===== config.mk =====
export PLATFORM = sky130hd
export DESIGN_NAME = bus_skid_buffer
export DESIGN_NICKNAME = d
export VERILOG_FILES = /design/src/hdl/bus_skid_buffer.sv
export SDC_FILE = /design/constraint.sdc
export NUM_CORES = 1
export LEC_CHECK = 0
export ABC_AREA = 0
export BUFFER_PORTS_ARGS = -buffer_cell sky130_fd_sc_hd__buf_2
export CORE_MARGIN = 2
export CORE_UTILIZATION = 50
export DETAILED_ROUTE_END_ITERATION = 10
export PLACE_DENSITY = 0.83
export SYNTH_ARGS = -nofsm -noshare
export SYNTH_HDL_FRONTEND = slang
export SYNTH_SLANG_ARGS = --single-unit

===== constraint.sdc =====
create_clock -name clk -period 4.6 [get_ports clk]
set_clock_uncertainty 0.1 [all_clocks]
set_input_delay 0 -clock clk [delete_from_list [all_inputs] [get_ports clk]]
set_output_delay 0 -clock clk [all_outputs]
set_load 0.005 [all_outputs]

===== src/hdl/bus_skid_buffer.sv =====
`timescale 1ns/1ps

module bus_skid_buffer #(
    parameter type payload_t = logic [31:0]
) (
    input  logic     clk,
    input  logic     arst_n,
    input  logic     in_valid,
    input  payload_t in_data,
    output logic     in_ready,
    output logic     out_valid,
    output payload_t out_data,
    input  logic     out_ready
);
    payload_t   slot [2];
    logic       wr_ptr;
    logic       rd_ptr;
    logic [1:0] count;
    logic       push;
    logic       pop;

    assign in_ready  = (count != 2'd2);   // room left, consumer not looked at
    assign out_valid = (count != 2'd0);
    assign out_data  = slot[rd_ptr];

    assign push = in_valid && in_ready;
    assign pop  = out_valid && out_ready;

    always_ff @(posedge clk) begin
        if (push) begin
            slot[wr_ptr] <= in_data;
        end
    end

    always_ff @(posedge clk or negedge arst_n) begin
        if (!arst_n) begin
            wr_ptr <= 1'b0;
            rd_ptr <= 1'b0;
            count  <= 2'd0;
        end else begin
            if (push) wr_ptr <= ~wr_ptr;
            if (pop) rd_ptr <= ~rd_ptr;
            count <= count + {1'b0, push} - {1'b0, pop};
        end
    end

endmodule


==> impl_metrics.ini <==
[cells_and_area]
finalNetCount = 269
final-seq-area_sq_mm = 0.00202
antenna_cells = 0
multiInputGateArea_sq_um = 463
fill_cells = 309
drive_above_1_share = 0.500
area_growth_pct = 37.0

[power]
seq_power_share = 0.492
pwr_density_cell_mw_per_mm2 = 541
p_leak_nw = 1.32
ir_drop_v = 0.000411
internal_power_w = 0.00134
combPwrFrac = 0.294
pwr-share-clk = 0.214
p_sw_frac = 0.285
p_switching_w = 0.000532

[run]
cap_viol_max_count = 0

[timing]
fin_crit_ns = 2.09
setup-tns-final_ns = 0
tightest_slew_ns = 0.914
fmax_mhz = 477
final-setup-viol-count = 0
slew_headroom = 0.389
slew_viol_final = 0
final.setup.worst_slack_ns = 2.51
grt_setup_unrepaired = no
period_share = 0.455
hold_violations = 0
whs_ns = 0.294

[synthesis]
yosys_register_bits = 68
syn_inst = 117
ys_warn_count = 0
yosysSeqAreaShare = 0.802
avgSynthCellArea_sq_um = 21.5
syn_nets = 155
synthesis.area_sq_mm = 0.00252
yosysUniqueCellTypes = 15

[placed_design]
hpwl_um = 2850
post-place-ws_ns = 2.67
gp_congestion = 0.749
io_buffers = 69

[clock_network]
insertion_delay_ns = 0.32
h-tree-depth = 3
cts_tree = yes
cts_buffer_depth = 2
cts-buffers-inserted = 9
cts_resized = 0
clock_sinks = 68
clkSlewWorstSetupHoldPaths_ns = 0.07
root_buffer = clkbuf_8

[floorplan]
die_h_um = 75.0
rows = 25
coreArea_sq_mm = 0.00479
die_w_um = 75.0
io_pins = 70
start_util = 0.527
design.die.area_sq_mm = 0.00562

[setup_path]
ff2ff_path_depth = 3
r2r_start = count[0]$_DFF_PN0_
worst_ep_arrival_time_ns = 1.99
max_stage_delay_ns = 0.76
start_kind = flip-flop
worstSetupStartpoint = rd_ptr$_DFFE_PN0P_
crit_fanout = 18
crit_end = out_data[28]
cp_top_family = flip-flops
cp-end-kind = output pin
critPathKind = flip-flop to output pin
timing.rr.end = slot[0][10]$_DFFE_PP_
cp.required_ns = 4.50
cp.depth = 3
r2r_slack_ns = 2.69
path_cells = buf_4 > mux2_2 > buf_2
critPathBufInv = 2
crit_slowest_cell = dfrtp_1

[routing]
drt-total-wl_um = 4870
vias = 1471
drtIter0Drc = 109
via_per_inst = 4.85
drtAntennaViolNets = 0
drt-wirelength-per-cell_um = 16.1
dr.pass1.iters = 4
drcViolationCount = 0

[global_route]
antenna_found_initial = 0
grt_util_all_layers = 0.182
grt_overflow = 0
grt_pass1_wl_um = 7010
grt_pass1_vias = 1513
grt_max_degree = 33

[outcome]
status = complete, no violations

[hold_path]
hold_path.class = input pin to flip-flop
hp-start = in_data[31]
## area by class of cell
type / count / area share
Sequential cell: 68 / 0.586
Timing Repair Buffer: 107 / 0.209
Multi-Input combinational cell: 44 / 0.134
Clock buffer: 11 / 0.0380
Tap cell: 67 / 0.0243
Clock inverter: 5 / 0.00833
Inverter: 1 / 0.00109
## worst min path at each step
| stage | end | depth (start not counted) | slack (ns) |
|---|---|---|---|
| floorplan | count[0]$_DFF_PN0_ | 0 | -0.40 |
| CTS | slot[1][31]$_DFFE_PP_ | 2 | 0.28 |
| finish | slot[0][31]$_DFFE_PP_ | 2 | 0.29 |
| global placement | count[0]$_DFF_PN0_ | 1 | -0.29 |
| global route | slot[1][30]$_DFFE_PP_ | 2 | 0.29 |
| detailed placement | rd_ptr$_DFFE_PN0P_ | 1 | -0.29 |
## what timing repair did
| item | in CTS | in global routing |
|---|---|---|
| endpoints found under the setup margin | 0 | 0 |
| setup buffers | 0 | 0 |
| hold buffers | 36 | 0 |
| endpoints found under the hold margin | 70 | 0 |
## Yosys cell counts
library cell,count,share of area
inv_1,1,0.0015
and3_1,1,0.0025
nand2_1,1,0.0015
xnor2_1,3,0.010
mux2_2,32,0.14
buf_2,1,0.0020
xor2_1,1,0.0035
dfrtp_1,4,0.040
nand2b_1,1,0.0025
buf_6,3,0.013
nor2_1,1,0.0015
edfxtp_1,64,0.76
ha_1,2,0.0099
or2_1,1,0.0025
and2_4,1,0.0035
## registers in the layout (all words and copies together), names as in the netlist
register  cells
wr_ptr        1
count         2
rd_ptr        1
slot         64
## kinds of logic after synthesis
group	synth area share
adder cells (fa/ha/maj)	0.00993
buffers and inverters	0.0169
AND/OR/NAND/NOR	0.0139
flip-flops	0.802
XOR/XNOR	0.0139
multiplexers	0.143
## metal layers
layer	up-vias	part of all wire	track usage
met5	-	0	0
met4	0	0.0060	0.0774
met3	5	0.065	0.0683
met2	69	0.53	0.309
met1	719	0.40	0.207
li1	678	-	-
## power by group through the flow
stage                     clock network [W]  logic, W  registers, W
after floorplan                           0  0.000363      0.000891
after global placement                    0  0.000508      0.000919
after detailed placement                  0  0.000524      0.000933
after CTS                          0.000409  0.000551      0.000921
after global routing               0.000442  0.000601      0.000933
final                              0.000401  0.000549      0.000919
## through the flow
stage,cells,total power (W),utilization,area (sq um)
final,303,0.00187,0.722,3450
after global routing,303,0.00198,0.722,3450
after CTS,303,0.00188,0.722,3450
after detailed placement,251,0.00146,0.613,2930
after global placement,251,0.00143,0.613,2930
after floorplan,117,0.00125,-,2520
## cells in the final DEF, fill, tap and decap left out, types with 2 or more instances in the layout
master and n:
buf_2 69, clkbuf_8 9, clkinv_2 2, xnor2_1 3
edfxtp_1 64, dfrtp_1 4, clkbuf_1 2, clkinvlp_4 2
ha_1 2, dlygate4sd3_1 36, buf_4 2, mux2_2 32
(Power assumes the default switching activity.)
