File: src/hdl/soc_defines.svh
`ifndef SOC_DEFINES_SVH
`define SOC_DEFINES_SVH

// bus widths
`define SOC_ADDR_W 32
`define SOC_DATA_W 32

// on-chip memory, word-addressed by bits 9:2
`define SOC_MEM_WORDS 256

// top address nibble of each slave region
`define SOC_REGION_MEM 4'h0
`define SOC_REGION_LED 4'h2

// status pages behind the buttons
`define SOC_PAGES 4

`endif

File: src/hdl/bus_pkg.sv
`include "soc_defines.svh"

package bus_pkg;

    typedef logic [`SOC_ADDR_W-1:0]   addr_t;
    typedef logic [`SOC_DATA_W-1:0]   data_t;
    typedef logic [`SOC_DATA_W/8-1:0] strb_t;

    typedef enum logic [1:0] {
        OKAY   = 2'd0,
        DECERR = 2'd3   // no slave at this address
    } resp_t;

    typedef struct packed {
        addr_t addr;
        data_t data;
        strb_t strb;
    } wr_req_t;

    typedef struct packed {
        addr_t addr;
    } rd_req_t;

    typedef struct packed {
        data_t data;
        resp_t resp;
    } rsp_t;

endpackage

File: src/hdl/led_slave.sv
`timescale 1ns/1ps

module led_slave (
    input  logic           clk,
    input  logic           arst_n,
    input  logic           sel,
    input  logic           we,
    input  bus_pkg::data_t wdata,
    input  bus_pkg::strb_t strb,
    output bus_pkg::data_t rdata,
    output logic [7:0]     led_value
);
    logic [7:0] led_reg;

    assign led_value = led_reg;

    always_ff @(posedge clk or negedge arst_n) begin
        if (!arst_n) begin
            led_reg <= 8'd0;
        end else if (sel && we && strb[0]) begin
            led_reg <= wdata[7:0];   // only the low byte lane
        end
    end

    always_ff @(posedge clk or negedge arst_n) begin
        if (!arst_n) begin
            rdata <= '0;
        end else if (sel) begin
            rdata <= {{($bits(bus_pkg::data_t) - 8){1'b0}}, led_reg};
        end
    end

endmodule

File: config.mk
export PLATFORM = sky130hd
export DESIGN_NAME = led_slave
export DESIGN_NICKNAME = d
export VERILOG_FILES = /design/src/hdl/bus_pkg.sv /design/src/hdl/led_slave.sv
export VERILOG_INCLUDE_DIRS = /design/src /design/src/hdl
export SDC_FILE = /design/constraint.sdc
export NUM_CORES = 1
export LEC_CHECK = 0
export BUFFER_PORTS_ARGS = -buffer_cell sky130_fd_sc_hd__buf_2
export CORE_MARGIN = 10
export CORE_UTILIZATION = 37
export DETAILED_ROUTE_END_ITERATION = 12
export GPL_ROUTABILITY_DRIVEN = 0
export PLACE_DENSITY = 0.83
export SLEW_MARGIN = 15
export SYNTH_ARGS = -nofsm -noshare
export SYNTH_HDL_FRONTEND = slang
export SYNTH_SLANG_ARGS = --single-unit
File: constraint.sdc
create_clock -name clk -period 2.1 [get_ports clk]
set_input_delay 0.315 -clock clk [delete_from_list [all_inputs] [get_ports clk]]
set_output_delay 0.315 -clock clk [all_outputs]
set_load 0.02 [all_outputs]
==> results_dict.tcl <==
set metrics [dict create \
    finish.instance_area_um2 908 \
    drtIter0Drc 9 \
    cp_num_buf_inv 1 \
    cap_viol_max_count 0 \
    numCtsBuffers 3 \
    rsz0062_at_grt "no" \
    die_h_um 66.3 \
    finalCritPeriodShare_pct 55.0 \
    slowest_delay_ns 0.40 \
    crit_fanout 3 \
    drive_gt1_share_pct 54.4 \
    grt_use_total_pct 7.15 \
    wire_per_inst_um 13.7 \
    ios 80 \
    slowest_stage "dfrtp_1" \
    timing.setup.tns_ns 0 \
    grt_pass1_vias 537 \
    area_growth_pct 14.5 \
    cts.sinks 16 \
    p_int_w 0.000584 \
    post_synth_instance_area_um2 793 \
    crit_family "flip-flops" \
    portBuffers 28 \
    required_ns 1.78 \
    layout_commonest_cell "buf_2" \
    yosysTopAreaCellShare_pct 50.5 \
    nNetsFinal 131 \
    h-tree-depth 1 \
    arrival_ns 0.84 \
    vias 463 \
    final_cells 117 \
    setup.worst_path.start_class "flip-flop" \
    powerDensity_nw_per_um2 979 \
    synth.distinct_cells 6 \
    initial_core_util_pct 39.6 \
    hold_violations 0 \
    power.leakage_nw 0.474 \
    rows 16 \
    switchingPower_w 0.000305 \
    cts_root_buf "clkbuf_4" \
    worstPathCellList "buf_2" \
    drtPass1Iterations 2 \
    ant_nets 0 \
    die_w_um 66.3 \
    regToRegSetupSlack_ns 1.33 \
    synthCells 59 \
    grt_overflow 0 \
    yosys_warnings 0 \
    syn_avg_cell_area_um2 13.4 \
    diodes 0 \
    grt_max_degree 17 \
    pwr-share-clk_pct 21.7 \
    synth_top_area_cell "dfrtp_1" \
    clkLatencyLatePin_ns 0.27 \
    crit_type "reg2out" \
    cts_tree "yes" \
    path_clk_slew_ns 0.09 \
    clock.fmax_ghz 0.866 \
    grt_first_pass_wirelength_um 2430 \
    vias_per_cell 3.96 \
    synth_area_leaders "dfrtp_1 (50%), buf_4 (23%), mux2_2 (23%)" \
    antenna_found_initial 0 \
    worst-path-stages 1 \
    holdPathStages 2 \
    hold_class "in2reg" \
    placed_cell_area_um2 862 \
    setup_violations 0 \
    status "finished, final reports clean" \
    pwr-share-seq_pct 45.9 \
    final_cell_mix "buf_2 (28), conb_1 (24), mux2_2 (16), dfrtp_1 (16), clkbuf_4 (3)" \
    ys_seq_area_share_pct 50.5 \
    slew_violations 0 \
    cts_setup_buffers 0 \
    drt-total-wl_um 1610 \
    core-area_um2 2000 \
    p_sw_share_pct 34.3 \
    period_minus_slack_ns 1.15 \
    skew_ns 0.00427 \
    clk_path_buf_depth 2 \
    drc 0 \
    die_area_um2 4400 \
    synth_seq_cells 16 \
    end_kind "primary output" \
    power_w 0.000889 \
    reg2regPathDepth 1 \
    p_comb_share_pct 32.4 \
    dp.cells 112 \
    ir_worst_vdd_mv 0.417 \
    whs_ns 0.262 \
]
[metrics by stage]
step / util, % / setup WS [ns]
2_1_floorplan: - / 1.10
3_3_place_gp: 43.1 / 0.911
3_5_place_dp: 43.1 / 0.894
4_1_cts: 45.4 / 0.928
5_1_grt: 45.4 / 0.896
6_report: 45.4 / 0.946
[power groups by stage]
| stage | Sequential (W) | Combinational (W) | Clock, W |
|---|---|---|---|
| after CTS | 0.000410 | 0.000293 | 0.000206 |
| after floorplan | 0.000498 | 0.000139 | 0 |
| after global routing | 0.000416 | 0.000309 | 0.000224 |
| final | 0.000408 | 0.000288 | 0.000193 |
| after detailed placement | 0.000416 | 0.000291 | 0 |
| after global placement | 0.000409 | 0.000287 | 0 |
[worst paths after layout]
check / start / to
worst max-delay path: led_value[6] / led_value[6]
worst min-delay path: wdata[3] / led_value[3]
worst max register to register: led_value[6] / rdata[6]
worst min register to register: rdata[3] / rdata[3]
max in group asynchronous: arst_n / rdata[7]
min in group asynchronous: arst_n / led_value[3]
[state kept, by name, summed over array words and instances, names as in the netlist]
register / cells
led_value: 8
rdata: 8
[repair_timing]
item | in CTS | in global routing
gates resized for setup | 0 | 0
endpoints found under the hold margin | 16 | 0
setup endpoints to repair | 0 | 0
hold buffers | 1 | 0
[cell usage after synthesis]
library cell / number
buf_4: 24
mux2_2: 16
conb_1: 1
buf_6: 1
nand3_4: 1
dfrtp_1: 16
[kinds of logic (layout without fill, tap and decap cells)]
kind of cell           count (synthesis)  after routing  share of synthesized area, %
buffers and inverters                 25             33                          24.1
muxes                                 16             16                          22.7
DFF                                   16             16                          50.5
other                                  1             24                         0.473
and+or+nand+nor                        1              1                          2.21
[cell type report]
type	count	area, um^2
clock buffers	4	36.3
fillers	203	1090
multi-input cells	41	288
flip-flops and latches	16	400
well taps	27	33.8
repair buffers	29	150
[layer usage]
layer / track usage [%] / vias up / part of all wire (%)
met5: 0 / - / 0
met4: 3.14 / 0 / 0
met3: 4.24 / 0 / 16
met2: 12.4 / 31 / 51
met1: 6.57 / 222 / 33
li1: - / 210 / -
(Power assumes the default switching activity.)
