[src/hdl/soc_defines.svh]
`ifndef SOC_DEFINES_SVH
`define SOC_DEFINES_SVH

// bus widths
`define SOC_ADDR_W 32
`define SOC_DATA_W 32

// on-chip memory, word-addressed by bits 9:2
`define SOC_MEM_WORDS 256

// top address nibble of each slave region
`define SOC_REGION_MEM 4'h0
`define SOC_REGION_LED 4'h2

// status pages behind the buttons
`define SOC_PAGES 4

`endif

[src/hdl/bus_pkg.sv]
`include "soc_defines.svh"

package bus_pkg;

    typedef logic [`SOC_ADDR_W-1:0]   addr_t;
    typedef logic [`SOC_DATA_W-1:0]   data_t;
    typedef logic [`SOC_DATA_W/8-1:0] strb_t;

    typedef enum logic [1:0] {
        OKAY   = 2'd0,
        DECERR = 2'd3   // no slave at this address
    } resp_t;

    typedef struct packed {
        addr_t addr;
        data_t data;
        strb_t strb;
    } wr_req_t;

    typedef struct packed {
        addr_t addr;
    } rd_req_t;

    typedef struct packed {
        data_t data;
        resp_t resp;
    } rsp_t;

endpackage

[src/hdl/soc_pkg.sv]
`include "soc_defines.svh"

package soc_pkg;

    // slave picked by the top address nibble
    typedef enum logic [1:0] {
        TGT_MEM,
        TGT_LED,
        TGT_NONE
    } target_t;

    typedef logic [$clog2(`SOC_PAGES)-1:0] page_t;

endpackage

[src/hdl/bus_interconnect.sv]
`timescale 1ns/1ps
`include "soc_defines.svh"

module bus_interconnect (
    input  logic             clk,
    input  logic             arst_n,
    input  logic             wq_valid,
    input  bus_pkg::wr_req_t wq_data,
    output logic             wq_ready,
    input  logic             rq_valid,
    input  bus_pkg::rd_req_t rq_data,
    output logic             rq_ready,
    output logic             b_valid,
    output bus_pkg::resp_t   b_resp,
    input  logic             b_ready,
    output logic             r_valid,
    output bus_pkg::data_t   r_data,
    output bus_pkg::resp_t   r_resp,
    input  logic             r_ready,
    output logic             mem_sel,
    output logic             led_sel,
    output logic             acc_we,
    output bus_pkg::addr_t   acc_addr,
    output bus_pkg::data_t   acc_wdata,
    output bus_pkg::strb_t   acc_strb,
    input  bus_pkg::data_t   mem_rdata,
    input  bus_pkg::data_t   led_rdata,
    output logic [7:0]       write_count,
    output logic [7:0]       read_count,
    output logic [7:0]       error_count
);
    typedef enum logic [1:0] {ST_IDLE, ST_ACCESS, ST_RESP} state_t;

    state_t           state;
    soc_pkg::target_t cur_tgt;
    bus_pkg::rsp_t    rsp;
    bus_pkg::addr_t   pick_addr;
    logic             pop;
    logic             done;

    function automatic soc_pkg::target_t decode(input bus_pkg::addr_t addr);
        case (addr[`SOC_ADDR_W-1 -: 4])
            `SOC_REGION_MEM: decode = soc_pkg::TGT_MEM;
            `SOC_REGION_LED: decode = soc_pkg::TGT_LED;
            default:         decode = soc_pkg::TGT_NONE;
        endcase
    endfunction

    assign wq_ready  = (state == ST_IDLE);
    assign rq_ready  = (state == ST_IDLE) && !wq_valid;   // write wins
    assign pop       = (wq_valid && wq_ready) || (rq_valid && rq_ready);
    assign pick_addr = wq_valid ? wq_data.addr : rq_data.addr;

    // latch the popped request, it drives the slaves next cycle
    always_ff @(posedge clk) begin
        if (pop) begin
            acc_we    <= wq_valid;
            acc_addr  <= pick_addr;
            acc_wdata <= wq_data.data;
            acc_strb  <= wq_data.strb;
            cur_tgt   <= decode(pick_addr);
        end
    end

    assign mem_sel = (state == ST_ACCESS) && (cur_tgt == soc_pkg::TGT_MEM);
    assign led_sel = (state == ST_ACCESS) && (cur_tgt == soc_pkg::TGT_LED);

    // slave rdata holds until its next sel, so the response stays stable
    always_comb begin
        rsp.resp = (cur_tgt == soc_pkg::TGT_NONE) ? bus_pkg::DECERR : bus_pkg::OKAY;
        case (cur_tgt)
            soc_pkg::TGT_MEM: rsp.data = mem_rdata;
            soc_pkg::TGT_LED: rsp.data = led_rdata;
            default:          rsp.data = '0;
        endcase
    end

    assign b_valid = (state == ST_RESP) && acc_we;
    assign r_valid = (state == ST_RESP) && !acc_we;
    assign b_resp  = rsp.resp;
    assign r_resp  = rsp.resp;
    assign r_data  = rsp.data;
    assign done    = (b_valid && b_ready) || (r_valid && r_ready);

    always_ff @(posedge clk or negedge arst_n) begin
        if (!arst_n) begin
            state <= ST_IDLE;
        end else begin
            case (state)
                ST_IDLE:   if (pop) state <= ST_ACCESS;
                ST_ACCESS: state <= ST_RESP;
                ST_RESP:   if (done) state <= ST_IDLE;   // no pop while held
                default:   state <= ST_IDLE;
            endcase
        end
    end

    always_ff @(posedge clk or negedge arst_n) begin
        if (!arst_n) begin
            write_count <= 8'd0;
            read_count  <= 8'd0;
            error_count <= 8'd0;
        end else begin
            if (b_valid && b_ready) write_count <= write_count + 8'd1;
            if (r_valid && r_ready) read_count <= read_count + 8'd1;
            if (done && rsp.resp == bus_pkg::DECERR) error_count <= error_count + 8'd1;
        end
    end

endmodule

[config.mk]
export PLATFORM = sky130hd
export DESIGN_NAME = bus_interconnect
export DESIGN_NICKNAME = d
export VERILOG_FILES = /design/src/hdl/bus_pkg.sv /design/src/hdl/soc_pkg.sv /design/src/hdl/bus_interconnect.sv
export VERILOG_INCLUDE_DIRS = /design/src /design/src/hdl
export SDC_FILE = /design/constraint.sdc
export NUM_CORES = 1
export LEC_CHECK = 0
export ABC_CLOCK_PERIOD_IN_PS = 3200
export BUFFER_PORTS_ARGS = -buffer_cell sky130_fd_sc_hd__buf_2
export CAP_MARGIN = 5
export CORE_AREA = 5 5 115 117
export DETAILED_ROUTE_END_ITERATION = 10
export DIE_AREA = 0 0 120 122
export GPL_TIMING_DRIVEN = 1
export PLACE_DENSITY_LB_ADDON = 0.3
export REMOVE_ABC_BUFFERS = 1
export SYNTH_ARGS = -nofsm -noshare
export SYNTH_HDL_FRONTEND = slang
export SYNTH_SLANG_ARGS = --single-unit
[constraint.sdc]
create_clock -name clk -period 3.2 [get_ports clk]
set_input_delay 0.64 -clock clk [delete_from_list [all_inputs] [get_ports clk]]
set_output_delay 0.64 -clock clk [all_outputs]
set_load 0.005 [all_outputs]
==> results of run 1 <==
layer usage:
metal	part of all wire	wire length [microns]
met1	0.35	4530
met2	0.52	6680
met3	0.12	1500
met4	0.018	227
met5	0	0
registers in the layout, indices dropped and copies added, names as in the netlist:
| signal | count |
|---|---|
| acc_wdata | 32 |
| state | 2 |
| acc_addr | 32 |
| acc_strb | 4 |
| error_count | 8 |
| write_count | 8 |
| acc_we | 1 |
| read_count | 8 |
| cur_tgt | 2 |
kinds of logic after synthesis:
kind of cell / count (synthesis) / share of synthesized area
and+or+nand+nor: 81 / 0.0970
DFF: 97 / 0.652
AOI/OAI and AO/OA: 4 / 0.00645
adders and majority gates: 3 / 0.00880
muxes: 67 / 0.167
buffers and inverters: 20 / 0.0255
xor gates and xnor gates: 21 / 0.0431
stage by stage:
| step | power (mW) | instances | cell area [sq um] |
|---|---|---|---|
| after global routing | 4.51 | 749 | 6220 |
| after global placement | 3.23 | 733 | 5930 |
| after floorplan | 2.56 | 275 | 4170 |
| final | 4.26 | 750 | 6220 |
| after CTS | 4.33 | 749 | 6220 |
| after detailed placement | 3.26 | 733 | 5930 |
synth_stat cells (2+ instances only):
cell type and instances:
nor3_1 5, ha_1 3, nand2_1 10, nor2_1 35, inv_1 2, nor3b_1 3, nand4_1 4, clkbuf_1 4
nor2b_1 2, buf_2 8, buf_4 4, and3_1 2, xor2_1 11, edfxtp_1 71, xnor2_1 10, nand3_1 7
nor4_1 5, o21a_1 2, mux2i_1 33, dfrtp_1 26, mux2_2 34
cell type report:
cell class	instances	area share
Sequential cell	97	0.447
Tap cell	150	0.0302
Antenna cell	1	0.000402
Clock buffer	9	0.0362
Inverter	2	0.00121
Timing Repair Buffer	308	0.252
Multi-Input combinational cell	176	0.223
Clock inverter	7	0.0105
worst paths after layout:
kind | end | slack (ps) | depth (start not counted) | start
max | r_data[28] | 820 | 3 | cur_tgt[1]
min | read_count[5] | 300 | 1 | arst_n
max reg2reg | error_count[1] | 1110 | 3 | cur_tgt[1]
min reg2reg | read_count[7] | 460 | 1 | read_count[7]
max in group asynchronous | error_count[3] | 2510 | 1 | arst_n
min in group clk | read_count[7] | 460 | 1 | read_count[7]
power groups by stage:
stage          Clock, mW  Sequential, mW  Combinational, mW
5_1_grt             1.14            2.03               1.34
2_1_floorplan          0            2.11              0.457
3_5_place_dp           0            2.02               1.24
6_report            1.05            1.99               1.22
3_3_place_gp           0            2.01               1.22
4_1_cts             1.08            2.00               1.25
==> impl_metrics.tcl, run 1 <==
set metrics [dict create \
    status "finished, final reports clean" \
    viasPerCell 4.69 \
    grtUsageMet2 0.297 \
    tightest_slew_ps 856 \
    setup_total_negative_slack_ps 0 \
    clock_path_buffers 2 \
    hpwl_microns 10300 \
    pwr-share-seq 0.467 \
    cp_top_family "flip-flops" \
    multi_input_area_sq_um 1380 \
    seqCellArea_sq_um 2780 \
    clkPwrFrac 0.246 \
    final_cell_mix "304 x buf_2, 71 x edfxtp_1, 35 x nor2_1" \
    holdWs_ps 297 \
    yosysTopAreaCell "edfxtp_1" \
    grt_first_pass_wirelength_microns 19200 \
    synth.cell_area_sq_um 4270 \
    p_switching_mw 1.35 \
    slowest_stage "edfxtp_1" \
    power.internal_mw 2.91 \
    crit_type "flip-flop to output pin" \
    rsz0062_at_grt "no" \
    critPathCaptureType "output pin" \
    cts_made_buffers 9 \
    hold_viol_final 0 \
    yosysWarnings 0 \
    synth_cell_types 33 \
    root_buffer "clkbuf_16" \
    yosys_register_bits 97 \
    crit_chain "buf_4 > nor2_1 > buf_2" \
    arrival_ps 1740 \
    critical_path_required_ps 2560 \
    cts_setup_buffers 0 \
    layout_commonest_cell "buf_2" \
    wl_per_cell_microns 17.3 \
    fin_nets 767 \
    max_stage_delay_ps 910 \
    synth_top_cell_area_share 0.500 \
    core_sq_um 12300 \
    dr.pass1.iters 4 \
    fin_util 0.507 \
    grt_use_met3 0.0859 \
    drv_cap 0 \
    grt_util_all_layers 0.170 \
    synth-edff-count 71 \
    grt_max_degree 41 \
    setup.worst_path.start_class "flip-flop" \
    start_util 0.348 \
    ant_nets 0 \
    drt_first_iter_violations 218 \
    syn_avg_cell_area_sq_um 14.6 \
    seq_area_frac_synth 0.652 \
    fin_crit_sh 0.745 \
    dominantRegCellSynth "edfxtp_1" \
    vias 3521 \
    path_max_fanout 27 \
    postSynthCellCount 293 \
    pin_count 305 \
    cts.clk_slew.worst_paths_ps 70 \
    slew-limit-headroom 0.429 \
    grt-ovfl-total 0 \
    top_usage_layer "met2" \
    antenna_found_initial 1 \
    worst-path-buf-inv 2 \
    hp-class "input pin to async pin" \
    area_growth_pct 45.7 \
    async_flop_share 0.268 \
    die_h_microns 122 \
    place.gp.congestion 0.774 \
    grt_pass1_vias 3652 \
    cts_tree "done" \
    synthTopCellsByArea "edfxtp_1 50%, dfrtp_1 15%, mux2_2 9.0%" \
    period_needed_ps 2380 \
    clock_latency_ps 340 \
    fin_skew_ps 7.62 \
    drcViolationCount 0 \
    p_comb_frac 0.287 \
    powerDensity_nw_per_um2 684 \
    cts_resized 0 \
    setup_slack_ps 817 \
    ir_drop_v 0.000431 \
    dieArea_sq_um 14600 \
    dpl_worst_slack_ps 1080 \
    routed_wl_microns 12900 \
    cts.hold.buffers_added 0 \
    port-buffer-count 304 \
    slew_violations 0 \
    cts.sink_count 97 \
    die_x_microns 120 \
    rows 41 \
    clock.fmax_mhz 420 \
    leakage_nw 3.00 \
    p_sw_frac 0.317 \
    fillCellCount 1107 \
    htreeDepth 3 \
    drive_gt1_frac 0.603 \
    use_met1 0.176 \
    setup_viol 0 \
]
(Power assumes the default switching activity.)
==> run 2: changes to the inputs <==
--- a/config.mk
+++ b/config.mk
@@ -6,7 +6,7 @@
 export SDC_FILE = /design/constraint.sdc
 export NUM_CORES = 1
 export LEC_CHECK = 0
-export ABC_CLOCK_PERIOD_IN_PS = 3200
+export ABC_CLOCK_PERIOD_IN_PS = 2500
 export BUFFER_PORTS_ARGS = -buffer_cell sky130_fd_sc_hd__buf_2
 export CAP_MARGIN = 5
 export CORE_AREA = 5 5 115 117
==> constraint.sdc (replaced) <==
create_clock -name clk -period 2.5 [get_ports clk]
set_input_delay 0.5 -clock clk [delete_from_list [all_inputs] [get_ports clk]]
set_output_delay 0.5 -clock clk [all_outputs]
set_load 0.005 [all_outputs]
==> run 2 against run 1 <==
Against the previous run: critical path depth did not move; cell count rose by 0.13%; total power rose by 31%; worst hold slack got worse by 140 ps; utilization rose by 0.34 points; critical endpoint is now led_sel; routed wire length fell by 0.71%; non-clock buffer count rose by 2; sequential power rose by 27%; cell area rose by 0.66%; highest routed layer is now met5; count of clock-buffer cells in the layout did not move.
==> impl_metrics.tcl, run 2 (synthesis results as in run 1) <==
set metrics [dict create \
    grtUsageMet2 0.300 \
    dr.pass1.iters 5 \
    pin_count 305 \
    start_util 0.348 \
    reg.largest.list "acc_addr: 32 flops, acc_wdata: 32 flops" \
    ant_nets 0 \
    use_met1 0.178 \
    holdWs_ps 152 \
    period_needed_ps 2060 \
    worst-path-buf-inv 2 \
    design_area_sq_um 6260 \
    clock_latency_ps 350 \
    setup_total_negative_slack_ps 0 \
    dpl_worst_slack_ps 655 \
    cp_top_family "flip-flops" \
    path_max_fanout 17 \
    htreeDepth 3 \
    fin_cells 751 \
    die_x_microns 120 \
    ir_drop_v 0.000477 \
    setup_slack_ps 441 \
    p_comb_frac 0.283 \
    grt_pass1_vias 3663 \
    fin_crit_sh 0.824 \
    area_growth_pct 46.7 \
    fin_nets 769 \
    cts.hold.buffers_added 0 \
    max_stage_delay_ps 500 \
    vias 3505 \
    critical_path_required_ps 2000 \
    rows 41 \
    hp-class "input pin to async pin" \
    regToRegStartpoint "cur_tgt[0]" \
    antenna_found_initial 1 \
    clock_path_buffers 2 \
    setup.worst_path.start_class "flip-flop" \
    crit_chain "buf_4 > nor4b_1 > buf_2" \
    grt_first_pass_wirelength_microns 19200 \
    core_sq_um 12300 \
    layout_commonest_cell "buf_2" \
    cts_made_buffers 9 \
    drv_cap 0 \
    clkPwrFrac 0.262 \
    p_switching_mw 1.73 \
    hpwl_microns 10300 \
    slew-limit-headroom 0.563 \
    cts_setup_buffers 0 \
    drcViolationCount 0 \
    arrival_ps 1560 \
    grt-ovfl-total 0 \
    antennaDiodeCount 0 \
    slew_violations 0 \
    final_cell_mix "304 x buf_2, 71 x edfxtp_1, 35 x nor2_1" \
    leakage_nw 3.03 \
    critPathCaptureType "output pin" \
    powerDensity_nw_per_um2 890 \
    setup_viol 0 \
    fin_util 0.511 \
    viasPerCell 4.67 \
    die_h_microns 122 \
    drive_gt1_frac 0.604 \
    port-buffer-count 304 \
    status "finished, final reports clean" \
    power.internal_mw 3.84 \
    drt_first_iter_violations 169 \
    hold_viol_final 0 \
    grt_util_all_layers 0.170 \
    post_dp_cell_area_sq_um 5940 \
    fin_skew_ps 8.85 \
    dieArea_sq_um 14600 \
    cp-startpoint "cur_tgt[1]" \
    clock.fmax_mhz 486 \
    place.gp.congestion 0.800 \
    grt_max_degree 38 \
    routed_wl_microns 12900 \
    cts_resized 0 \
    cts.sink_count 97 \
    rsz0062_at_grt "no" \
    tightest_slew_ps 637 \
    cts_tree "done" \
    p_sw_frac 0.311 \
    dpl.cell_count 735 \
    pwr-share-seq 0.455 \
    wl_per_cell_microns 17.1 \
    slowest_stage "edfxtp_1" \
    grt_use_met3 0.0826 \
    root_buffer "clkbuf_16" \
    cts.clk_slew.worst_paths_ps 70 \
    top_usage_layer "met2" \
    finalPower_mw 5.57 \
    crit_type "flip-flop to output pin" \
]
==> run 2: changes by cell type in the layout (fill, tap and decap cells not counted), sizes merged <==
cell	change
buf	+2
bufinv	+1
clkinv	-1
clkinvlp	-1
diode	-1
inv	+1
==> run 2: worst paths after layout <==
| check | to | slack [ps] | cells after the start |
|---|---|---|---|
| worst max-delay path | led_sel | 440 | 3 |
| worst min-delay path | read_count[7] | 150 | 1 |
| worst max register to register | error_count[1] | 740 | 4 |
| worst min register to register | error_count[7] | 480 | 1 |
| max in group asynchronous | error_count[3] | 1960 | 1 |
| min in group clk | acc_wdata[9] | 320 | 1 |
==> run 2: cell type report <==
| cell class | instances | area (sq um) |
|---|---|---|
| Clock buffer | 9 | 225 |
| Multi-Input combinational cell | 176 | 1380 |
| Inverter | 2 | 7.51 |
| Fill cell | 1109 | 6000 |
| Timing Repair Buffer | 310 | 1580 |
| Sequential cell | 97 | 2780 |
| Clock inverter | 7 | 93.8 |
| Tap cell | 150 | 188 |
==> run 2: worst reg2reg max path: stages (launching register included) <==
cell	delay [ps]
edfxtp_1	410
buf_12	200
nand4bb_1	410
nor2_1	260
mux2_2	350
==> run 2: per-layer routing <==
layer | vias to the layer above | share of wire
li1 | 1676 | -
met1 | 1633 | 0.35
met2 | 179 | 0.52
met3 | 15 | 0.12
met4 | 2 | 0.012
met5 | - | 0.0010
==> run 2: power by group through the flow <==
stage / registers, mW / clock network (mW) / logic [mW]
CTS: 2.54 / 1.50 / 1.62
detailed placement: 2.57 / 0 / 1.61
finish: 2.53 / 1.46 / 1.58
floorplan: 2.70 / 0 / 0.584
global placement: 2.55 / 0 / 1.58
global route: 2.59 / 1.58 / 1.73
