### config.mk
export PLATFORM = sky130hd
export DESIGN_NAME = status_display
export DESIGN_NICKNAME = d
export VERILOG_FILES = /design/src/hdl/soc_pkg.sv /design/src/hdl/status_display.sv
export VERILOG_INCLUDE_DIRS = /design/src /design/src/hdl
export SDC_FILE = /design/constraint.sdc
export NUM_CORES = 1
export LEC_CHECK = 0
export ABC_AREA = 1
export BUFFER_PORTS_ARGS = -buffer_cell sky130_fd_sc_hd__buf_2
export CAP_MARGIN = 20
export CORE_UTILIZATION = 35
export CTS_BUF_LIST = sky130_fd_sc_hd__clkbuf_16
export DETAILED_ROUTE_END_ITERATION = 6
export PLACE_DENSITY = 0.73
export SYNTH_ARGS = -nofsm -noshare
export SYNTH_HDL_FRONTEND = slang
export SYNTH_SLANG_ARGS = --single-unit
### constraint.sdc
create_clock -name sys_clk -period 1.4 [get_ports sys_clk]
set_clock_uncertainty 0.1 [all_clocks]
set_input_delay 0.21 -clock sys_clk [delete_from_list [all_inputs] [get_ports sys_clk]]
set_output_delay 0.21 -clock sys_clk [all_outputs]
set_load 0.05 [all_outputs]
### src/hdl/soc_defines.svh
`ifndef SOC_DEFINES_SVH
`define SOC_DEFINES_SVH

// bus widths
`define SOC_ADDR_W 32
`define SOC_DATA_W 32

// on-chip memory, word-addressed by bits 9:2
`define SOC_MEM_WORDS 256

// top address nibble of each slave region
`define SOC_REGION_MEM 4'h0
`define SOC_REGION_LED 4'h2

// status pages behind the buttons
`define SOC_PAGES 4

`endif

### src/hdl/soc_pkg.sv
`include "soc_defines.svh"

package soc_pkg;

    // slave picked by the top address nibble
    typedef enum logic [1:0] {
        TGT_MEM,
        TGT_LED,
        TGT_NONE
    } target_t;

    typedef logic [$clog2(`SOC_PAGES)-1:0] page_t;

endpackage

### src/hdl/status_display.sv
`timescale 1ns/1ps
`include "soc_defines.svh"

module status_display (
    input  logic                  sys_clk,
    input  logic                  arst_n,
    input  logic [1:0]            btn,
    input  logic [7:0]            led_value,
    input  logic [7:0]            write_count,
    input  logic [7:0]            read_count,
    input  logic [7:0]            error_count,
    output logic [7:0]            led8,
    output logic [`SOC_PAGES-1:0] led4
);
    logic [1:0]     btn_meta;
    logic [1:0]     btn_sync;
    logic [1:0]     btn_prev;
    logic [1:0]     btn_rise;
    soc_pkg::page_t page;
    logic [7:0]     shown;

    assign btn_rise = btn_sync & ~btn_prev;

    always_ff @(posedge sys_clk or negedge arst_n) begin
        if (!arst_n) begin
            btn_meta <= 2'b00;
            btn_sync <= 2'b00;
            btn_prev <= 2'b00;
            page     <= '0;
        end else begin
            btn_meta <= btn;
            btn_sync <= btn_meta;
            btn_prev <= btn_sync;
            case (btn_rise)
                2'b01:   page <= page + 1'b1;   // up
                2'b10:   page <= page - 1'b1;   // down
                default: page <= page;          // both at once cancel
            endcase
        end
    end

    always_comb begin
        case (page)
            2'd0:    shown = led_value;
            2'd1:    shown = write_count;
            2'd2:    shown = read_count;
            default: shown = error_count;
        endcase
    end

    assign led8 = ~shown;   // leds are active low
    assign led4 = {{(`SOC_PAGES-1){1'b0}}, 1'b1} << page;

endmodule

==> results of run 1 <==
## cell usage after synthesis, drive strengths merged
library cell / count / area, um^2
nor2: 1 / 3.750
ha: 5 / 62.56
nand2: 45 / 168.9
nand3b: 1 / 7.510
buf: 4 / 26.27
dfrtp: 8 / 200.2
inv: 7 / 26.27
o21ai: 8 / 47.55
or2: 8 / 50.06
xnor2: 1 / 8.760
## routing by layer
metal	vias to the layer above	global-route usage (%)	part of all wire, %
met5	-	0	0
met4	0	5.625	0.91
met3	2	6.667	6.5
met2	29	40.61	54
met1	325	22.19	38
li1	371	-	-
## cell usage in the layout, fill, tap and decap left out, types with 3 or more instances in the layout
cell and count:
buf_8 3, o21ai_4 8, nand2_1 34, nand2_2 11
buf_6 9, inv_1 5, ha_4 4, clkbuf_16 3
buf_4 3, buf_2 35, or2_4 6, dlygate4sd3_1 3
dfrtp_1 6
## through the flow
stage,hold WS [ns],setup slack [ns],std cells
CTS,0.2403,-0.3433,156
global route,0.2468,-0.3918,157
floorplan,-0.1856,-0.2314,88
finish,0.2428,-0.3473,157
global placement,-0.04691,-0.2156,148
detailed placement,-0.04256,-0.2438,148
## worst max-delay path, cell delays in order (launching register included)
cell,delay [ns]
dfrtp_2,0.44
inv_4,0.07
ha_4,0.20
nand2_1,0.10
nand2_2,0.07
o21ai_4,0.15
buf_6,0.17
## power groups by stage
stage | Sequential [uW] | Clock, uW | Combinational, uW
2_1_floorplan | 347 | 0 | 2120
3_3_place_gp | 350 | 0 | 2350
5_1_grt | 359 | 517 | 3090
6_report | 354 | 490 | 2940
4_1_cts | 348 | 502 | 2830
3_5_place_dp | 354 | 0 | 2370
## cells by family (layout without fill, tap and decap cells)
| family | Yosys count | count (layout) | synth area share [%] |
|---|---|---|---|
| DFF | 8 | 8 | 33.26 |
| buffers and inverters | 11 | 64 | 8.730 |
| and+or+nand+nor | 55 | 55 | 38.26 |
| AOI/OAI and AO/OA | 8 | 8 | 7.901 |
| xor gates and xnor gates | 1 | 1 | 1.456 |
| adders and majority gates | 5 | 5 | 10.40 |
## how the worst max path moves through the flow
stage | slack [ns] | startpoint | end
3_3_place_gp | -0.22 | page[0] | led8[0]
5_1_grt | -0.39 | page[1] | led8[5]
4_1_cts | -0.34 | page[1] | led8[5]
6_report | -0.35 | page[1] | led8[5]
3_5_place_dp | -0.24 | page[0] | led8[2]
2_1_floorplan | -0.23 | page[0] | led8[0]
## final cells by class
class,instances,area share [%]
multi-input combinational,69,42.32
timing repair buffer,53,30.20
sequential,8,16.36
clock buffer,3,6.061
inverter,7,3.131
tap,16,1.616
clock inverter,1,0.3030
## timing repair
item	CTS	global route
hold endpoints to repair	10	0
gates resized for setup	32	10
setup buffers	1	1
setup endpoints to repair	12	12
pin swaps	1	0
hold buffers	3	0
## flip-flops by register name, summed over array words and instances, names as in the netlist
| signal | count |
|---|---|
| page | 2 |
| btn_sync | 2 |
| btn_prev | 2 |
| btn_meta | 2 |
==> out/results.ini, run 1 <==
[hold_path]
hold_depth=0
worstHoldStart=btn_meta[0]
hp-class=reg2reg
worstHoldEndpoint=btn_sync[0]

[clock_tree]
clock-root-buffer=clkbuf_16
numClockSinks=8
cts.clk_slew.worst_paths_ns=0.04
clk_path_buf_depth=2
cts_buffers=3
h-tree-depth=1
cts_tree=yes
insertion_delay_ns=0.23

[detailed_routing]
firstDrtPassIters=5
drtAntennaViolNets=0
vias=727
vias_per_cell=4.631
routed_wl_um=1868
drc=11
drt_iter0_markers=17
wl_per_cell_um=11.90

[power]
p_sw_share_pct=51.61
p_switching_uw=1952
static-leakage-power_uw=0.0006380
power.internal_uw=1830
p_seq_share_pct=9.4
power_density_nw_per_um2=3053
ir_drop_v=0.002046
p_clk_share_pct=13.0
p_total_uw=3781
combPwrFrac_pct=77.7

[floorplanning]
core_um2=1559
initial_utilization_pct=38.60
rows=14
die_h_um=43.47
num_io_pins=48
die_area_um2=1889
die_w_um=43.47

[global_routing]
grt_use_total_pct=21.25
grt_pass1_vias=712
grt_pass1_wl_um=2911
grt_max_degree=17
antenna_found_initial=0
grt-ovfl-total=0

[critical_path]
start_kind=flop
critPathKind=reg2out
r2r_cells=6
r2r_end=page[1]
timing.rr.start=page[0]
crit_fanout=9
rrSetupSlack_ns=0.22
arrival_ns=1.44
endpoint_kind=primary output
worst_ep_required_time_ns=1.09

[final_layout]
nets=183
utilization_pct=79.45
syn2layout_area_growth_pct=105.8
n_antenna_cell=0
design_area_um2=1239
drive_gt1_share_pct=61.70
fill_cells=105
seqCellArea_um2=202.7
multi_input_area_um2=524.3

[sta]
timing.final.crit_period_ns=1.747
fmaxAchievable_ghz=0.5723
slew_headroom_pct=88.02
tightest_slew_ns=0.1797
timing.setup.tns_ns=-2.912
finalCritPeriodShare_pct=124.8
final_max_slew_viol_count=0
setup_viol=11
rsz0062_at_grt=true
setup_ws_ns=-0.3473
timing_hold_violations_final=0

[logic_synthesis]
yosys_warnings=0
ys_ff_latch=8
syn-num-nets=129
syn_area_per_cell_um2=6.839
synth_area_um2=601.8
synth_seq_area_share_pct=33.26
synthDistinctLibCells=15
synth_cells=88

[place]
place_congestion=0.7130
dpl-instance-area_um2=996.0
place_hpwl_um=1292
io_buffers=47

[status]
outcome=finished with violations
violations=DRC, setup timing

[job]
drv_cap=0

Power figures use the tool's default switching activity.
==> run 2: changes to the inputs <==
==> constraint.sdc (replaced) <==
create_clock -name sys_clk -period 1.4 [get_ports sys_clk]
set_clock_uncertainty 0.1 [all_clocks]
set_input_delay 0.07 -clock sys_clk [delete_from_list [all_inputs] [get_ports sys_clk]]
set_output_delay 0.07 -clock sys_clk [all_outputs]
set_load 0.05 [all_outputs]
==> out/results.ini, run 2 (synthesis gave the netlist of run 1 again) <==
[clock_tree]
cts_buffers=3  ; unchanged
clock-root-buffer=clkbuf_16  ; unchanged
h-tree-depth=1  ; unchanged
cts.clk_slew.worst_paths_ns=0.04  ; about the same
insertion_delay_ns=0.23  ; about the same
cts_tree=yes  ; unchanged
numClockSinks=8  ; unchanged
clk_path_buf_depth=2  ; unchanged

[critical_path]
path_cells=inv_2 -> ha_4 -> nand2_1 -> nand2_2 -> o21ai_4 -> buf_6  ; was inv_4 -> ha_4 -> nand2_1 -> nand2_2 -> o21ai_4 -> buf_6
start_kind=flop  ; unchanged
max_stage_delay_ns=0.43  ; was 0.44 ns
worst_ep_required_time_ns=1.23  ; was 1.09 ns
r2r_end=page[1]  ; unchanged
critPathKind=reg2out  ; unchanged
crit_fanout=9  ; unchanged
slowest_stage=dfrtp_2  ; unchanged
critPathLaunch=page[1]  ; unchanged
r2r_cells=6  ; unchanged
arrival_ns=1.41  ; was 1.44 ns
timing.rr.start=page[1]  ; was page[0]
rrSetupSlack_ns=0.18  ; was 0.22 ns
endpoint_kind=primary output  ; unchanged
cp-endpoint=led8[2]  ; was led8[5]

[floorplanning]
die_area_um2=1889  ; unchanged
core_um2=1559  ; unchanged
num_io_pins=48  ; unchanged
rows=14  ; unchanged
die_w_um=43.47  ; unchanged
initial_utilization_pct=38.60  ; unchanged
die_h_um=43.47  ; unchanged

[power]
ir_drop_v=0.002485  ; was 0.002046 V
static-leakage-power_uw=0.0006246  ; was 0.0006380 uW
power_density_nw_per_um2=3011  ; was 3053 nW/um^2
p_total_uw=3606  ; was 3781 uW

[detailed_routing]
drtAntennaViolNets=0  ; unchanged
drt_iter0_markers=18  ; was 17
firstDrtPassIters=6  ; was 5
drc=11  ; unchanged
vias=697  ; was 727
wl_per_cell_um=10.57  ; was 11.90 um
vias_per_cell=4.468  ; was 4.631
routed_wl_um=1649  ; was 1868 um

[place]
dpl-instance-area_um2=996.0  ; unchanged
place_inst=148  ; unchanged
io_buffers=47  ; unchanged
place_hpwl_um=1237  ; was 1292 um
place_congestion=0.7320  ; was 0.7130

[status]
outcome=finished with violations  ; unchanged
violations=DRC, setup timing  ; unchanged

[sta]
setup_viol=9  ; was 11
fin_hold_ws_ns=0.1333  ; was 0.2428 ns
timing.final.crit_period_ns=1.581  ; was 1.747 ns
tightest_slew_ns=0.2518  ; was 0.1797 ns
slew_headroom_pct=83.33  ; was 88.02%
setup_ws_ns=-0.1811  ; was -0.3473 ns
final_max_slew_viol_count=0  ; unchanged
rsz0062_at_grt=true  ; unchanged
finalCritPeriodShare_pct=112.9  ; was 124.8%
fmaxAchievable_ghz=0.6325  ; was 0.5723 GHz
timing_hold_violations_final=0  ; unchanged

[final_layout]
finalNonFillerCells=156  ; was 157
final_cell_mix=37 x nand2_1, 36 x buf_2, 10 x buf_6  ; was 35 x buf_2, 34 x nand2_1, 11 x nand2_2
design_area_um2=1197  ; was 1239 um^2
syn2layout_area_growth_pct=98.96  ; was 105.8%
layout_commonest_cell=nand2_1  ; was buf_2
drive_gt1_share_pct=59.29  ; was 61.70%
nets=182  ; was 183
n_antenna_cell=0  ; unchanged
utilization_pct=76.81  ; was 79.45%

[global_routing]
antenna_found_initial=0  ; unchanged
grt-ovfl-total=0  ; unchanged
grt_pass1_vias=719  ; was 712
grt_max_degree=17  ; unchanged
grt_pass1_wl_um=2760  ; was 2911 um
grt_use_total_pct=19.51  ; was 21.25%

[hold_path]
hp-class=in2async  ; was reg2reg

[job]
drv_cap=0  ; unchanged

==> run 2: layout make-up <==
cell class / instances / area [um^2]
multi-input cells: 69 / 516.7
fillers: 109 / 361.6
repair buffers: 52 / 345.3
flip-flops and latches: 8 / 202.7
clock buffers: 3 / 75.07
inverters: 7 / 33.78
well taps: 16 / 20.02
clock inverters: 1 / 3.754
==> run 2: per-stage QoR <==
step	setup slack, ns	setup TNS, ns
after detailed placement	-0.09874	-0.7197
after CTS	-0.1891	-1.537
after global routing	-0.2542	-1.929
after global placement	-0.07654	-0.5565
final	-0.1811	-1.400
after floorplan	-0.09142	-0.7313
==> run 2: worst min-delay path by stage <==
stage | startpoint | to | slack [ns] | depth (start not counted)
3_5_place_dp | arst_n | btn_meta[0] | -0.18 | 1
2_1_floorplan | arst_n | btn_meta[0] | -0.33 | 0
5_1_grt | arst_n | btn_meta[1] | 0.14 | 2
3_3_place_gp | arst_n | btn_meta[0] | -0.19 | 1
6_report | arst_n | btn_meta[1] | 0.13 | 2
4_1_cts | arst_n | btn_sync[1] | 0.11 | 2
==> run 2: worst max-delay path: cells and delay by family (launching register included) <==
kind	cells	cell delay [ns]
buf+inv	2	0.25
flops	1	0.43
compound gates	1	0.15
fa+ha+maj	1	0.20
simple gates	2	0.15
==> run 2: what timing repair did <==
item / in CTS / in global routing
setup buffers: 1 / 0
endpoints found under the hold margin: 10 / 0
hold buffers: 3 / 0
resized for setup: 27 / 4
endpoints found under the setup margin: 11 / 12
pin swaps: 1 / 0
==> run 2: per-layer routing <==
| layer | vias up | GRT usage [%] | share of wire (%) |
|---|---|---|---|
| li1 | 369 | - | - |
| met5 | - | 0 | 0 |
| met1 | 300 | 22.45 | 42 |
| met4 | 0 | 8.125 | 0 |
| met2 | 28 | 36.67 | 53 |
| met3 | 0 | 1.667 | 4.5 |
==> run 2: report_power, final <==
group	total [uW]	internal, uW	switching [uW]
Combinational	2770	1080	1700
Sequential	349	277	72.5
Clock	483	372	111
==> run 3: changes to the inputs <==
CORE_UTILIZATION = 34   (was 35)
PLACE_DENSITY = 0.74   (was 0.73)
clock period = 1.3 ns   (was 1.4 ns; I/O delays follow)
==> out/results.ini, run 3 (synthesis gave the netlist of run 1 again) <==
[status]
outcome=finished with violations  ; unchanged
violations=DRC, setup timing  ; unchanged

[clock_tree]
cts_tree=yes  ; unchanged
numClockSinks=8  ; unchanged
insertion_delay_ns=0.23  ; about the same
clk_path_buf_depth=2  ; unchanged
cts_buffers=3  ; unchanged
clock-root-buffer=clkbuf_16  ; unchanged
cts.clk_slew.worst_paths_ns=0.04  ; about the same
h-tree-depth=1  ; unchanged

[detailed_routing]
wl_per_cell_um=11.45  ; was 10.57 um
drc=3  ; was 11
vias_per_cell=4.596  ; was 4.468
drtAntennaViolNets=0  ; unchanged
routed_wl_um=1844  ; was 1649 um
firstDrtPassIters=7  ; was 6
vias=740  ; was 697
drt_iter0_markers=14  ; was 18

[critical_path]
path_cells=inv_4 -> ha_4 -> buf_6 -> nand2_2 -> nand2_2 -> o21ai_4 -> buf_6  ; was inv_2 -> ha_4 -> nand2_1 -> nand2_2 -> o21ai_4 -> buf_6
path_delay_family=flip-flops  ; unchanged
path_buf_inv=3  ; was 2
slowest_stage=dfrtp_2  ; unchanged
start_kind=flop  ; unchanged
critPathKind=reg2out  ; unchanged
endpoint_kind=primary output  ; unchanged
max_stage_delay_ns=0.44  ; was 0.43 ns
worst_ep_required_time_ns=1.13  ; was 1.23 ns
arrival_ns=1.49  ; was 1.41 ns
crit_fanout=6  ; was 9

[final_layout]
design_area_um2=1304  ; was 1197 um^2
seqCellArea_um2=202.7  ; unchanged
syn2layout_area_growth_pct=116.6  ; was 98.96%
multi_input_area_um2=539.3  ; was 516.7 um^2
final_cell_mix=35 x buf_2, 29 x nand2_1, 16 x nand2_2  ; was 37 x nand2_1, 36 x buf_2, 10 x buf_6
fill_cells=94  ; was 109
drive_gt1_share_pct=66.90  ; was 59.29%
nets=187  ; was 182
n_antenna_cell=0  ; unchanged
layout_commonest_cell=buf_2  ; was nand2_1

[sta]
finalCritPeriodShare_pct=127.2
fin_hold_ws_ns=0.1126  ; was 0.1333 ns
timing.final.crit_period_ns=1.654
slew_headroom_pct=88.36  ; was 83.33%
fmaxAchievable_ghz=0.6047
setup_ws_ns=-0.3536  ; was -0.1811 ns
final_max_slew_viol_count=0  ; unchanged
tightest_slew_ns=0.1745  ; was 0.2518 ns
rsz0062_at_grt=true  ; unchanged
timing.setup.tns_ns=-3.004  ; was -1.400 ns
setup_viol=11  ; was 9
timing_hold_violations_final=0  ; unchanged

[floorplanning]
num_io_pins=48  ; unchanged
die_h_um=44.07  ; was 43.47 um
core_um2=1577  ; was 1559 um^2
rows=14  ; unchanged
initial_utilization_pct=38.17  ; was 38.60%
die_area_um2=1942  ; was 1889 um^2
die_w_um=44.07  ; was 43.47 um

[power]
static-leakage-power_uw=0.0006659  ; was 0.0006246 uW
ir_drop_v=0.002470  ; was 0.002485 V
power_density_nw_per_um2=3281  ; was 3011 nW/um^2

[hold_path]
hp-class=in2async  ; unchanged

[place]
io_buffers=47  ; unchanged
dpl-instance-area_um2=1011  ; was 996.0 um^2
place_congestion=0.6696  ; was 0.7320
post-place-ws_ns=-0.2008  ; was -0.09874 ns
place_hpwl_um=1275  ; was 1237 um

[global_routing]
antenna_found_initial=0  ; unchanged
grt-ovfl-total=0  ; unchanged
grt_use_total_pct=19.54  ; was 19.51%
grt_max_degree=17  ; unchanged
grt_pass1_vias=666  ; was 719
grt_pass1_wl_um=2794  ; was 2760 um

[job]
drv_cap=0  ; unchanged

-- run 3: repair_timing --
action                                  CTS  global route
hold endpoints to repair                 10             0
hold buffers                              3             0
pin swaps                                 2             2
buffers inserted                          1             4
endpoints found under the setup margin   11            12
resized for setup                        34            21
-- run 3: layout make-up --
type                            count  share of cell area, %
Multi-Input combinational cell     69                  41.36
Timing Repair Buffer               57                  32.15
Sequential cell                     8                  15.55
Clock buffer                        3                  5.758
Inverter                            7                  3.359
Tap cell                           16                  1.536
Clock inverter                      1                 0.2879
-- run 3: where the power goes --
| part | total (uW) | internal [uW] | switching (uW) |
|---|---|---|---|
| logic | 3380 | 1420 | 1950 |
| registers | 381 | 298 | 83.1 |
| clock network | 520 | 400 | 120 |
-- run 3: layer usage --
| layer | GRT usage (%) | wire length, um | up-vias |
|---|---|---|---|
| li1 | - | - | 383 |
| met1 | 21.96 | 713 | 326 |
| met2 | 35.88 | 992 | 27 |
| met3 | 2.857 | 104 | 4 |
| met4 | 9.091 | 34 | 0 |
| met5 | 0 | 0 | - |
-- run 3: final timing paths --
| kind | startpoint | cells after the start | to | slack, ns |
|---|---|---|---|---|
| hold / removal | arst_n | 2 | btn_meta[1] | 0.11 |
| max in group asynchronous | arst_n | 2 | page[1] | 0.81 |
| min in group sys_clk | btn_meta[0] | 0 | btn_sync[0] | 0.24 |
| hold reg to reg | btn_meta[0] | 0 | btn_sync[0] | 0.24 |
| setup reg to reg | page[1] | 6 | page[1] | 0.11 |
| setup / recovery | page[1] | 7 | led8[3] | -0.35 |
-- run 3: stage by stage --
stage                     power [uW]  util, %  std cells
final                           4278    82.70        161
after detailed placement        2981    64.13        150
after floorplan                 2658        -         88
after CTS                       4031    77.86        158
after global placement          2953    64.13        150
after global routing            4514    82.70        161
-- run 3: worst register-to-register path, cell delays in order, from the launching register on --
cell and delay (ns):
dfrtp_2 0.46, inv_4 0.10, ha_4 0.20, inv_1 0.05, nand2_1 0.04, nand3b_1 0.07, nand2_1 0.06
